===== src/ex_isa_pkg.sv =====
`default_nettype none

package ex_isa_pkg;

    // Major opcodes
    localparam logic [6:0] OPC_OP        = 7'b0110011;
    localparam logic [6:0] OPC_OP_32     = 7'b0111011;
    localparam logic [6:0] OPC_OP_IMM    = 7'b0010011;
    localparam logic [6:0] OPC_OP_IMM_32 = 7'b0011011;
    localparam logic [6:0] OPC_LOAD      = 7'b0000011;
    localparam logic [6:0] OPC_STORE     = 7'b0100011;
    localparam logic [6:0] OPC_BRANCH    = 7'b1100011;
    localparam logic [6:0] OPC_JAL       = 7'b1101111;
    localparam logic [6:0] OPC_JALR      = 7'b1100111;
    localparam logic [6:0] OPC_AUIPC     = 7'b0010111;
    localparam logic [6:0] OPC_LUI       = 7'b0110111;

    // Arithmetic func3
    localparam logic [2:0] F3_ADD_SUB = 3'b000;
    localparam logic [2:0] F3_SLL     = 3'b001;
    localparam logic [2:0] F3_SLT     = 3'b010;
    localparam logic [2:0] F3_SLTU    = 3'b011;
    localparam logic [2:0] F3_XOR     = 3'b100;
    localparam logic [2:0] F3_SRL_SRA = 3'b101;
    localparam logic [2:0] F3_OR      = 3'b110;
    localparam logic [2:0] F3_AND     = 3'b111;

    // Branch func3
    localparam logic [2:0] F3_BEQ  = 3'b000;
    localparam logic [2:0] F3_BNE  = 3'b001;
    localparam logic [2:0] F3_BLT  = 3'b100;
    localparam logic [2:0] F3_BGE  = 3'b101;
    localparam logic [2:0] F3_BLTU = 3'b110;
    localparam logic [2:0] F3_BGEU = 3'b111;

    // Load and store widths
    localparam logic [2:0] F3_LB  = 3'b000;
    localparam logic [2:0] F3_LH  = 3'b001;
    localparam logic [2:0] F3_LW  = 3'b010;
    localparam logic [2:0] F3_LD  = 3'b011;
    localparam logic [2:0] F3_LBU = 3'b100;
    localparam logic [2:0] F3_LHU = 3'b101;
    localparam logic [2:0] F3_LWU = 3'b110;
    localparam logic [2:0] F3_SB  = 3'b000;
    localparam logic [2:0] F3_SH  = 3'b001;
    localparam logic [2:0] F3_SW  = 3'b010;
    localparam logic [2:0] F3_SD  = 3'b011;

    // func7
    localparam logic [6:0] F7_BASE = 7'b0000000;
    localparam logic [6:0] F7_ALT  = 7'b0100000;

    typedef enum logic [2:0] {
        KIND_NONE,
        KIND_ALU,
        KIND_LOAD,
        KIND_STORE,
        KIND_BRANCH,
        KIND_JAL,
        KIND_JALR,
        KIND_AUIPC
    } ex_kind_e;

    typedef enum logic [3:0] {
        ALU_ADD,
        ALU_SUB,
        ALU_SLL,
        ALU_SLT,
        ALU_SLTU,
        ALU_XOR,
        ALU_SRL,
        ALU_SRA,
        ALU_OR,
        ALU_AND,
        ALU_PASS_B
    } alu_op_e;

    typedef enum logic [1:0] {
        OPB_REG,
        OPB_IMM,
        OPB_UPPER
    } opb_sel_e;

endpackage

`default_nettype wire


===== src/ex_types_pkg.sv =====
`default_nettype none

package ex_types_pkg;

    // Integer datapath width
    localparam int XLEN = 64;

    // Instruction address width
    localparam int PC_W = 32;

    // Register operand, immediate or result word
    typedef logic [XLEN-1:0] xlen_t;

    // Instruction address
    typedef logic [PC_W-1:0] pc_t;

    // Instruction fields
    typedef logic [6:0] opcode_t;
    typedef logic [2:0] func3_t;
    typedef logic [6:0] func7_t;

endpackage

`default_nettype wire


===== src/branch_unit.sv =====
`timescale 1ns/100ps
`default_nettype none

module branch_unit
    import ex_types_pkg::*;
    import ex_isa_pkg::*;
#(
    parameter int BLOCK_W = 8
) (
    input  ex_kind_e kind,
    input  func3_t   func3,
    input  xlen_t    data1,
    input  xlen_t    data2,
    input  xlen_t    imm,
    input  pc_t      pc,
    output logic     taken,
    output pc_t      target,
    output xlen_t    link,
    output xlen_t    auipc_sum
);

    xlen_t upper_imm;
    xlen_t pc_b;
    xlen_t pc_sum;
    xlen_t jalr_sum;
    pc_t   pc_plus4;
    logic  cond;

    assign upper_imm = {{32{imm[19]}}, imm[19:0], 12'b0};
    assign pc_b      = (kind == KIND_AUIPC) ? upper_imm : imm;

    // pc relative sum, shared by branches, JAL and AUIPC
    cla_adder #(
        .BLOCK_W (BLOCK_W)
    ) pc_adder_i (
        .a   ({{(XLEN-PC_W){1'b0}}, pc}),
        .b   (pc_b),
        .cin (1'b0),
        .sum (pc_sum)
    );

    cla_adder #(
        .BLOCK_W (BLOCK_W)
    ) reg_adder_i (
        .a   (data1),
        .b   (imm),
        .cin (1'b0),
        .sum (jalr_sum)
    );

    assign pc_plus4  = pc + PC_W'(4);
    assign link      = {{(XLEN-PC_W){1'b0}}, pc_plus4};
    assign auipc_sum = pc_sum;

    always_comb begin
        case (func3)
            F3_BEQ:  cond = (data1 == data2);
            F3_BNE:  cond = (data1 != data2);
            F3_BLT:  cond = ($signed(data1) < $signed(data2));
            F3_BGE:  cond = ($signed(data1) >= $signed(data2));
            F3_BLTU: cond = (data1 < data2);
            F3_BGEU: cond = (data1 >= data2);
            default: cond = 1'b0;
        endcase
    end

    always_comb begin
        case (kind)
            KIND_BRANCH: begin
                taken  = cond;
                target = cond ? pc_sum[PC_W-1:0] : pc_plus4;
            end
            KIND_JAL: begin
                taken  = 1'b1;
                target = pc_sum[PC_W-1:0];
            end
            KIND_JALR: begin
                taken  = 1'b1;
                target = jalr_sum[PC_W-1:0];
            end
            default: begin
                taken  = 1'b0;
                target = '0;
            end
        endcase
    end

endmodule

`default_nettype wire


===== src/cla_adder.sv =====
`timescale 1ns/100ps
`default_nettype none

module cla_adder
    import ex_types_pkg::*;
#(
    parameter int BLOCK_W = 8
) (
    input  xlen_t a,
    input  xlen_t b,
    input  logic  cin,
    output xlen_t sum
);

    localparam int NBLK = XLEN / BLOCK_W;

    // Carry into each block
    logic [NBLK-1:0] blk_cin;

    assign blk_cin[0] = cin;

    for (genvar blk = 0; blk < NBLK; blk++) begin : g_blk
        logic [BLOCK_W-1:0] g;
        logic [BLOCK_W-1:0] p;
        logic [BLOCK_W-1:0] c;

        assign g = a[blk*BLOCK_W +: BLOCK_W] & b[blk*BLOCK_W +: BLOCK_W];
        assign p = a[blk*BLOCK_W +: BLOCK_W] ^ b[blk*BLOCK_W +: BLOCK_W];

        // Each carry expanded over all lower bits of the block
        always_comb begin
            logic carry;
            logic prop;
            for (int i = 0; i < BLOCK_W; i++) begin
                carry = 1'b0;
                prop  = 1'b1;
                for (int j = i - 1; j >= 0; j--) begin
                    carry = carry | (prop & g[j]);
                    prop  = prop & p[j];
                end
                c[i] = carry | (prop & blk_cin[blk]);
            end
        end

        assign sum[blk*BLOCK_W +: BLOCK_W] = p ^ c;

        if (blk < NBLK - 1) begin : g_ripple
            assign blk_cin[blk+1] = g[BLOCK_W-1] | (p[BLOCK_W-1] & c[BLOCK_W-1]);
        end
    end

endmodule

`default_nettype wire


===== src/ex_result_reg.sv =====
`timescale 1ns/100ps
`default_nettype none

module ex_result_reg
    import ex_types_pkg::*;
    import ex_isa_pkg::*;
(
    input  logic     clk,
    input  logic     rst_n,
    input  logic     in_valid,
    output logic     in_ready,
    output logic     out_valid,
    input  logic     out_ready,
    input  ex_kind_e kind,
    input  xlen_t    alu_result,
    input  logic     taken,
    input  pc_t      target,
    input  xlen_t    link,
    input  xlen_t    auipc_sum,
    output xlen_t    result,
    output logic     is_branch,
    output pc_t      pc_branch,
    output logic     is_load,
    output logic     mem_rw
);

    logic  accept;
    xlen_t nxt_result;
    logic  nxt_is_branch;
    pc_t   nxt_pc_branch;
    logic  nxt_is_load;
    logic  nxt_mem_rw;

    // Slot frees up in the same cycle the held result leaves
    assign in_ready = !out_valid || out_ready;
    assign accept   = in_valid && in_ready;

    always_comb begin
        nxt_result    = '0;
        nxt_is_branch = 1'b0;
        nxt_pc_branch = '0;
        nxt_is_load   = 1'b0;
        nxt_mem_rw    = 1'b0;
        case (kind)
            KIND_ALU: nxt_result = alu_result;
            KIND_LOAD: begin
                nxt_result  = alu_result;
                nxt_is_load = 1'b1;
            end
            KIND_STORE: begin
                nxt_result = alu_result;
                nxt_mem_rw = 1'b1;
            end
            KIND_BRANCH: begin
                nxt_is_branch = taken;
                nxt_pc_branch = target;
            end
            KIND_JAL,
            KIND_JALR: begin
                nxt_result    = link;
                nxt_is_branch = taken;
                nxt_pc_branch = target;
            end
            KIND_AUIPC: nxt_result = auipc_sum;
            default: nxt_result = '0;
        endcase
    end

    always_ff @(posedge clk or negedge rst_n) begin
        if (!rst_n) begin
            out_valid <= 1'b0;
            result    <= '0;
            is_branch <= 1'b0;
            pc_branch <= '0;
            is_load   <= 1'b0;
            mem_rw    <= 1'b0;
        end else begin
            if (in_ready) begin
                out_valid <= in_valid;
            end
            if (accept) begin
                result    <= nxt_result;
                is_branch <= nxt_is_branch;
                pc_branch <= nxt_pc_branch;
                is_load   <= nxt_is_load;
                mem_rw    <= nxt_mem_rw;
            end
        end
    end

endmodule

`default_nettype wire


===== src/ex_stage.sv =====
`timescale 1ns/100ps
`default_nettype none

module ex_stage
    import ex_types_pkg::*;
    import ex_isa_pkg::*;
#(
    parameter int BLOCK_W = 8
) (
    input  logic    clk,
    input  logic    rst_n,
    input  logic    in_valid,
    output logic    in_ready,
    input  opcode_t opcode,
    input  func3_t  func3,
    input  func7_t  func7,
    input  xlen_t   imm,
    input  xlen_t   data1,
    input  xlen_t   data2,
    input  pc_t     pc,
    output logic    out_valid,
    input  logic    out_ready,
    output xlen_t   result,
    output logic    is_branch,
    output pc_t     pc_branch,
    output logic    is_load,
    output logic    mem_rw
);

    ex_kind_e kind;
    alu_op_e  alu_op;
    opb_sel_e opb_sel;
    logic     word_op;
    xlen_t    alu_result;
    logic     taken;
    pc_t      target;
    xlen_t    link;
    xlen_t    auipc_sum;

    op_decoder decoder_i (
        .opcode  (opcode),
        .func3   (func3),
        .func7   (func7),
        .kind    (kind),
        .alu_op  (alu_op),
        .opb_sel (opb_sel),
        .word_op (word_op)
    );

    int_alu #(
        .BLOCK_W (BLOCK_W)
    ) alu_i (
        .data1      (data1),
        .data2      (data2),
        .imm        (imm),
        .alu_op     (alu_op),
        .opb_sel    (opb_sel),
        .word_op    (word_op),
        .alu_result (alu_result)
    );

    branch_unit #(
        .BLOCK_W (BLOCK_W)
    ) branch_i (
        .kind      (kind),
        .func3     (func3),
        .data1     (data1),
        .data2     (data2),
        .imm       (imm),
        .pc        (pc),
        .taken     (taken),
        .target    (target),
        .link      (link),
        .auipc_sum (auipc_sum)
    );

    // Single output register stage with the handshake
    ex_result_reg result_reg_i (
        .clk        (clk),
        .rst_n      (rst_n),
        .in_valid   (in_valid),
        .in_ready   (in_ready),
        .out_valid  (out_valid),
        .out_ready  (out_ready),
        .kind       (kind),
        .alu_result (alu_result),
        .taken      (taken),
        .target     (target),
        .link       (link),
        .auipc_sum  (auipc_sum),
        .result     (result),
        .is_branch  (is_branch),
        .pc_branch  (pc_branch),
        .is_load    (is_load),
        .mem_rw     (mem_rw)
    );

endmodule

`default_nettype wire


===== src/int_alu.sv =====
`timescale 1ns/100ps
`default_nettype none

module int_alu
    import ex_types_pkg::*;
    import ex_isa_pkg::*;
#(
    parameter int BLOCK_W = 8
) (
    input  xlen_t    data1,
    input  xlen_t    data2,
    input  xlen_t    imm,
    input  alu_op_e  alu_op,
    input  opb_sel_e opb_sel,
    input  logic     word_op,
    output xlen_t    alu_result
);

    xlen_t      upper_imm;
    xlen_t      opb;
    xlen_t      add_b;
    xlen_t      sum;
    logic       sub_op;
    logic [5:0] shamt;
    xlen_t      cmp_a;
    xlen_t      cmp_b;
    xlen_t      srl_src;
    xlen_t      raw;

    // LUI and AUIPC immediate
    assign upper_imm = {{32{imm[19]}}, imm[19:0], 12'b0};

    always_comb begin
        case (opb_sel)
            OPB_IMM:   opb = imm;
            OPB_UPPER: opb = upper_imm;
            default:   opb = data2;
        endcase
    end

    // Subtract as a + ~b + 1
    assign sub_op = (alu_op == ALU_SUB);
    assign add_b  = sub_op ? ~opb : opb;

    cla_adder #(
        .BLOCK_W (BLOCK_W)
    ) adder_i (
        .a   (data1),
        .b   (add_b),
        .cin (sub_op),
        .sum (sum)
    );

    assign shamt = word_op ? {1'b0, opb[4:0]} : opb[5:0];

    // W forms work on the low word
    assign cmp_a   = word_op ? {{32{data1[31]}}, data1[31:0]} : data1;
    assign cmp_b   = word_op ? {{32{opb[31]}}, opb[31:0]} : opb;
    assign srl_src = word_op ? {32'b0, data1[31:0]} : data1;

    always_comb begin
        case (alu_op)
            ALU_ADD,
            ALU_SUB:    raw = sum;
            ALU_SLL:    raw = data1 << shamt;
            ALU_SLT:    raw = {63'b0, $signed(cmp_a) < $signed(cmp_b)};
            ALU_SLTU:   raw = {63'b0, cmp_a < cmp_b};
            ALU_XOR:    raw = data1 ^ opb;
            ALU_SRL:    raw = srl_src >> shamt;
            ALU_SRA:    raw = $signed(cmp_a) >>> shamt;
            ALU_OR:     raw = data1 | opb;
            ALU_AND:    raw = data1 & opb;
            ALU_PASS_B: raw = opb;
            default:    raw = '0;
        endcase
    end

    assign alu_result = word_op ? {{32{raw[31]}}, raw[31:0]} : raw;

endmodule

`default_nettype wire


===== src/op_decoder.sv =====
`timescale 1ns/100ps
`default_nettype none

module op_decoder
    import ex_types_pkg::*;
    import ex_isa_pkg::*;
(
    input  opcode_t  opcode,
    input  func3_t   func3,
    input  func7_t   func7,
    output ex_kind_e kind,
    output alu_op_e  alu_op,
    output opb_sel_e opb_sel,
    output logic     word_op
);

    // Register and immediate forms share one func3 mapping
    function automatic alu_op_e base_op(input func3_t f3);
        case (f3)
            F3_SLL:  return ALU_SLL;
            F3_SLT:  return ALU_SLT;
            F3_SLTU: return ALU_SLTU;
            F3_XOR:  return ALU_XOR;
            F3_OR:   return ALU_OR;
            F3_AND:  return ALU_AND;
            default: return ALU_ADD;
        endcase
    endfunction

    always_comb begin
        kind    = KIND_NONE;
        alu_op  = ALU_ADD;
        opb_sel = OPB_REG;
        word_op = 1'b0;

        case (opcode)
            OPC_OP: begin
                alu_op = base_op(func3);
                if (func7 == F7_BASE) begin
                    kind   = KIND_ALU;
                    alu_op = (func3 == F3_SRL_SRA) ? ALU_SRL : base_op(func3);
                end else if (func7 == F7_ALT &&
                             (func3 == F3_ADD_SUB || func3 == F3_SRL_SRA)) begin
                    kind   = KIND_ALU;
                    alu_op = (func3 == F3_ADD_SUB) ? ALU_SUB : ALU_SRA;
                end
            end
            OPC_OP_32: begin
                word_op = 1'b1;
                if (func3 == F3_ADD_SUB || func3 == F3_SLL || func3 == F3_SRL_SRA) begin
                    if (func7 == F7_BASE) begin
                        kind   = KIND_ALU;
                        alu_op = (func3 == F3_SRL_SRA) ? ALU_SRL : base_op(func3);
                    end else if (func7 == F7_ALT && func3 != F3_SLL) begin
                        kind   = KIND_ALU;
                        alu_op = (func3 == F3_ADD_SUB) ? ALU_SUB : ALU_SRA;
                    end
                end
            end
            OPC_OP_IMM: begin
                opb_sel = OPB_IMM;
                alu_op  = base_op(func3);
                // func7[0] is shamt bit 5 here
                if (func3 == F3_SLL) begin
                    if (func7[6:1] == F7_BASE[6:1]) begin
                        kind = KIND_ALU;
                    end
                end else if (func3 == F3_SRL_SRA) begin
                    if (func7[6:1] == F7_BASE[6:1]) begin
                        kind   = KIND_ALU;
                        alu_op = ALU_SRL;
                    end else if (func7[6:1] == F7_ALT[6:1]) begin
                        kind   = KIND_ALU;
                        alu_op = ALU_SRA;
                    end
                end else begin
                    kind = KIND_ALU;
                end
            end
            OPC_OP_IMM_32: begin
                opb_sel = OPB_IMM;
                word_op = 1'b1;
                if (func3 == F3_ADD_SUB) begin
                    kind = KIND_ALU;
                end else if (func3 == F3_SLL && func7 == F7_BASE) begin
                    kind   = KIND_ALU;
                    alu_op = ALU_SLL;
                end else if (func3 == F3_SRL_SRA && func7 == F7_BASE) begin
                    kind   = KIND_ALU;
                    alu_op = ALU_SRL;
                end else if (func3 == F3_SRL_SRA && func7 == F7_ALT) begin
                    kind   = KIND_ALU;
                    alu_op = ALU_SRA;
                end
            end
            OPC_LOAD: begin
                opb_sel = OPB_IMM;
                if (func3 <= F3_LWU) begin
                    kind = KIND_LOAD;
                end
            end
            OPC_STORE: begin
                opb_sel = OPB_IMM;
                if (func3 <= F3_SD) begin
                    kind = KIND_STORE;
                end
            end
            OPC_BRANCH: begin
                if (func3 != 3'b010 && func3 != 3'b011) begin
                    kind = KIND_BRANCH;
                end
            end
            OPC_JAL: kind = KIND_JAL;
            OPC_JALR: begin
                if (func3 == 3'b000) begin
                    kind = KIND_JALR;
                end
            end
            OPC_AUIPC: kind = KIND_AUIPC;
            OPC_LUI: begin
                kind    = KIND_ALU;
                alu_op  = ALU_PASS_B;
                opb_sel = OPB_UPPER;
            end
            default: kind = KIND_NONE;
        endcase
    end

endmodule

`default_nettype wire


===== config.mk =====
export PLATFORM = sky130hd
export DESIGN_NAME = ex_stage
export DESIGN_NICKNAME = d
export VERILOG_FILES = /design/src/ex_isa_pkg.sv /design/src/ex_types_pkg.sv /design/src/branch_unit.sv /design/src/cla_adder.sv /design/src/ex_result_reg.sv /design/src/ex_stage.sv /design/src/int_alu.sv /design/src/op_decoder.sv
export SDC_FILE = /design/constraint.sdc
export NUM_CORES = 2
export LEC_CHECK = 0
export ABC_AREA = 1
export ABC_CLOCK_PERIOD_IN_PS = 3650
export BUFFER_PORTS_ARGS = -buffer_cell sky130_fd_sc_hd__buf_2
export CAP_MARGIN = 5
export CORE_UTILIZATION = 65
export DETAILED_ROUTE_END_ITERATION = 8
export PLACE_DENSITY_LB_ADDON = 0.12
export SKIP_CTS_REPAIR_TIMING = 1
export SLEW_MARGIN = 20
export SYNTH_ARGS = -nofsm -noshare
export SYNTH_HDL_FRONTEND = slang
export SYNTH_HIERARCHICAL = 1
export SYNTH_SLANG_ARGS = --single-unit

===== constraint.sdc =====
create_clock -name clk -period 3.65 [get_ports clk]
set_clock_uncertainty 0.2 [all_clocks]
set_input_delay 0.365 -clock clk [delete_from_list [all_inputs] [get_ports clk]]
set_output_delay 0.365 -clock clk [all_outputs]
set_load 0.02 [all_outputs]

==> metrics, run 1 <==
DIE WIDTH 243.0 um; Num CTS Buffers 9; GRT Util Overall 0.7707; global route overflow 17; Post-Syn Instances just under 7000; worst slack at placement -7.293 ns; vias in the first global route around 60000; Die Ht about 240 um; Err [ERROR GRT-0116] Global routing finished with congestion. Check the congestion regions in the DRC Viewer.; IO buf count between 300 and 400; status aborted with a tool error; DP HPWL approximately 160000 um; Initial Util 0.6631; gpl congestion 1.394; std cell rows slightly below 90; root buffer cell clkbuf_16; clk buf depth 2; largest net degree at the start of global routing around 110; Stopped at global routing (5_1_grt); Syn Area/Cell roughly 5.4 sq um; Ports 346; synthesized cell area between 30000 and 40000 sq um; H-tree Lvls 3; synth warn 6; first-pass GRT wire length approximately 350000 um
-- per-stage QoR --
step | cell area, sq um | utilization | cells | hold slack (ns)
2_1_floorplan | 38510 | - | 7014 | -0.1306
3_3_place_gp | 49210 | 0.8643 | 9015 | 0.2484
3_5_place_dp | 49210 | 0.8643 | 9015 | 0.2525
4_1_cts | 49520 | 0.8699 | 9031 | -0.1532
-- per-layer routing --
| metal | overflow | global-route usage |
|---|---|---|
| met5 | 0 | 0.3824 |
| met4 | 11 | 0.7619 |
| met3 | 0 | 0.6393 |
| met2 | 6 | 0.9234 |
| met1 | 0 | 0.7635 |
==> run 2: changes to the inputs <==
--- a/config.mk
+++ b/config.mk
@@ -9,9 +9,9 @@
 export ABC_CLOCK_PERIOD_IN_PS = 3650
 export BUFFER_PORTS_ARGS = -buffer_cell sky130_fd_sc_hd__buf_2
 export CAP_MARGIN = 5
-export CORE_UTILIZATION = 65
+export CORE_UTILIZATION = 40
 export DETAILED_ROUTE_END_ITERATION = 8
-export PLACE_DENSITY_LB_ADDON = 0.12
+export PLACE_DENSITY_LB_ADDON = 0.15
 export SKIP_CTS_REPAIR_TIMING = 1
 export SLEW_MARGIN = 20
 export SYNTH_ARGS = -nofsm -noshare
==> metrics, run 2 <==
status finished with violations; failing checks setup timing; Min Hold Slack a little over 0.05 ns; worst slack at placement -7.330 ns (-0.03676 ns); met2 GRT Util 0.6758; GRT Util Overall 0.4444; busiest grt layer met2; global route overflow 0; final hold violations 0; CP Launch Type primary input; CP endpoint kind register; Pre-antenna DRT Iters 7; CP peak stage delay roughly 0.51 ns; clk buf depth 2 (unchanged); Req. time, crit path around 3.7 ns; DR DRC count 0; Pleak ~30 nW; via count around 54000; initial antenna violation count 20; DIE WIDTH 309.2 um (+27%); synth warn 6 (unchanged); Final setup viols between 80 and 90; most common cell after layout, fill and taps aside nand2_1; commonest cells after routing, fill and taps aside 2326 x nand2_1, 1392 x buf_4, 935 x nand3_1, 831 x inv_1, 369 x ha_1; post-route ant nets 0; Tmin final 10.14 ns; Ports 346 (unchanged); max reg flops 64; largest net degree at the start of global routing approximately 140; clock sink count 100; CTS tree yes; Die Ht 309.2 um (+27%); unrepaired setup endpoints after global routing true; WL/cell 22.70 um; Most flops, register result_reg_i/result; top flop regs result_reg_i/result (64), result_reg_i/pc_branch (32); layout cells sized above 1 0.2713; Num CTS Buffers 9 (unchanged); std cell rows 112 (+29%); Syn Area/Cell 5.437 sq um (unchanged); cell family with most CP delay adder cells; first-pass GRT wire length around 320000 um; setup TNS -278.37 ns; Slew Viols, Final 0; Post-layout nets between 9000 and 10000; M1 GR Usage 0.5574; type of the worst min-delay path primary input to register; H-tree Lvls 3 (unchanged); vias in the first global route 49604; fin crit share 2.779; full die area approximately 96000 sq um; slowest stage cell, crit path fa_1; VDD IR max 187.2 uV; Total Wirelength 220600 um; final setup slack of the worst path -6.493 ns; DP HPWL 188000 um (+17%); PD cells around 220 nW/um^2; Post-Syn Instances 6943 (unchanged); Worst slew margin 0.3374; Max-Cap Viols 0; Global Route met3 Usage 0.06708; Clk pin slew, worst setup/hold paths 0.09 ns; CP arrival just over 10 ns; drt first-iter violations approximately 6000; Layout fillers 9895; Core Region just over 90000 sq um; Initial Util 0.4039 (-0.2592); synthesis-to-layout area growth 39.19%; vias per cell between 5 and 6; Crit path buffers/inverters 13; gpl congestion 1.100 (-21%); worst-path maximum fanout 5; synthesized cell area 37750 sq um (unchanged); Least-Margin Pin Slew about 0.99 ns; Sequential Area ~2500 sq um; IO buf count 345 (unchanged); Max Freq roughly 0.099 GHz; total area of multi-input combinational cells between 30000 and 40000 sq um; Setup CP Type primary input to register; clock latency on the worst-skew pair 0.37 ns; root buffer cell clkbuf_16
==> run 2: per-stage QoR <==
step	area, sq um	util	total power [mW]	std cells
5_1_grt	52520	0.5619	12.06	9710
3_5_place_dp	51140	0.5471	9.804	9665
3_3_place_gp	51140	0.5471	9.741	9665
2_1_floorplan	38510	-	5.501	7014
6_report	52540	0.5622	11.41	9719
4_1_cts	51460	0.5505	10.90	9681
==> run 2: routing by layer <==
metal / up-vias / part of all wire
met1: 24886 / 0.40
met5: - / 0.00020
met2: 2793 / 0.42
li1: 25492 / -
met3: 681 / 0.086
met4: 8 / 0.096
==> run 2: worst register-to-register path: cells and delay by family (launching register included) <==
| family | cells | cell delay [ns] |
|---|---|---|
| buffers and inverters | 2 | 0.91 |
| flip-flops | 1 | 0.42 |
| AO/OA/AOI/OAI | 2 | 0.40 |
| AND/OR/NAND/NOR | 1 | 0.15 |
==> run 2: final timing paths <==
path | slack (ns) | startpoint | end | cells after the start
worst max-delay path | -6.49 | opcode[6] | result_reg_i/result[56] | 68
worst min-delay path | 0.05 | in_valid | result_reg_i/out_valid | 3
worst max register to register | 1.47 | result_reg_i/out_valid | result_reg_i/pc_branch[6] | 5
worst min register to register | 0.28 | result_reg_i/result[44] | result_reg_i/result[44] | 2
max in group asynchronous | 2.10 | rst_n | result_reg_i/result[50] | 3
min in group asynchronous | 0.38 | rst_n | result_reg_i/pc_branch[4] | 2
==> run 2: cell type report <==
cell class	instances	area share
repair buffers	1802	0.2543
inverters	931	0.06744
clock buffers	9	0.004286
clock inverters	7	0.001810
multi-input cells	5597	0.5937
flip-flops and latches	100	0.04762
diodes	19	0.0009049
well taps	1254	0.02986
==> run 2: power by group <==
part	switching [mW]	total, mW	internal, mW
registers	0.0224	1.16	1.14
logic	5.54	9.17	3.63
clock network	0.523	1.08	0.554
total	6.08	11.4	5.32
(Power assumes the default switching activity.)
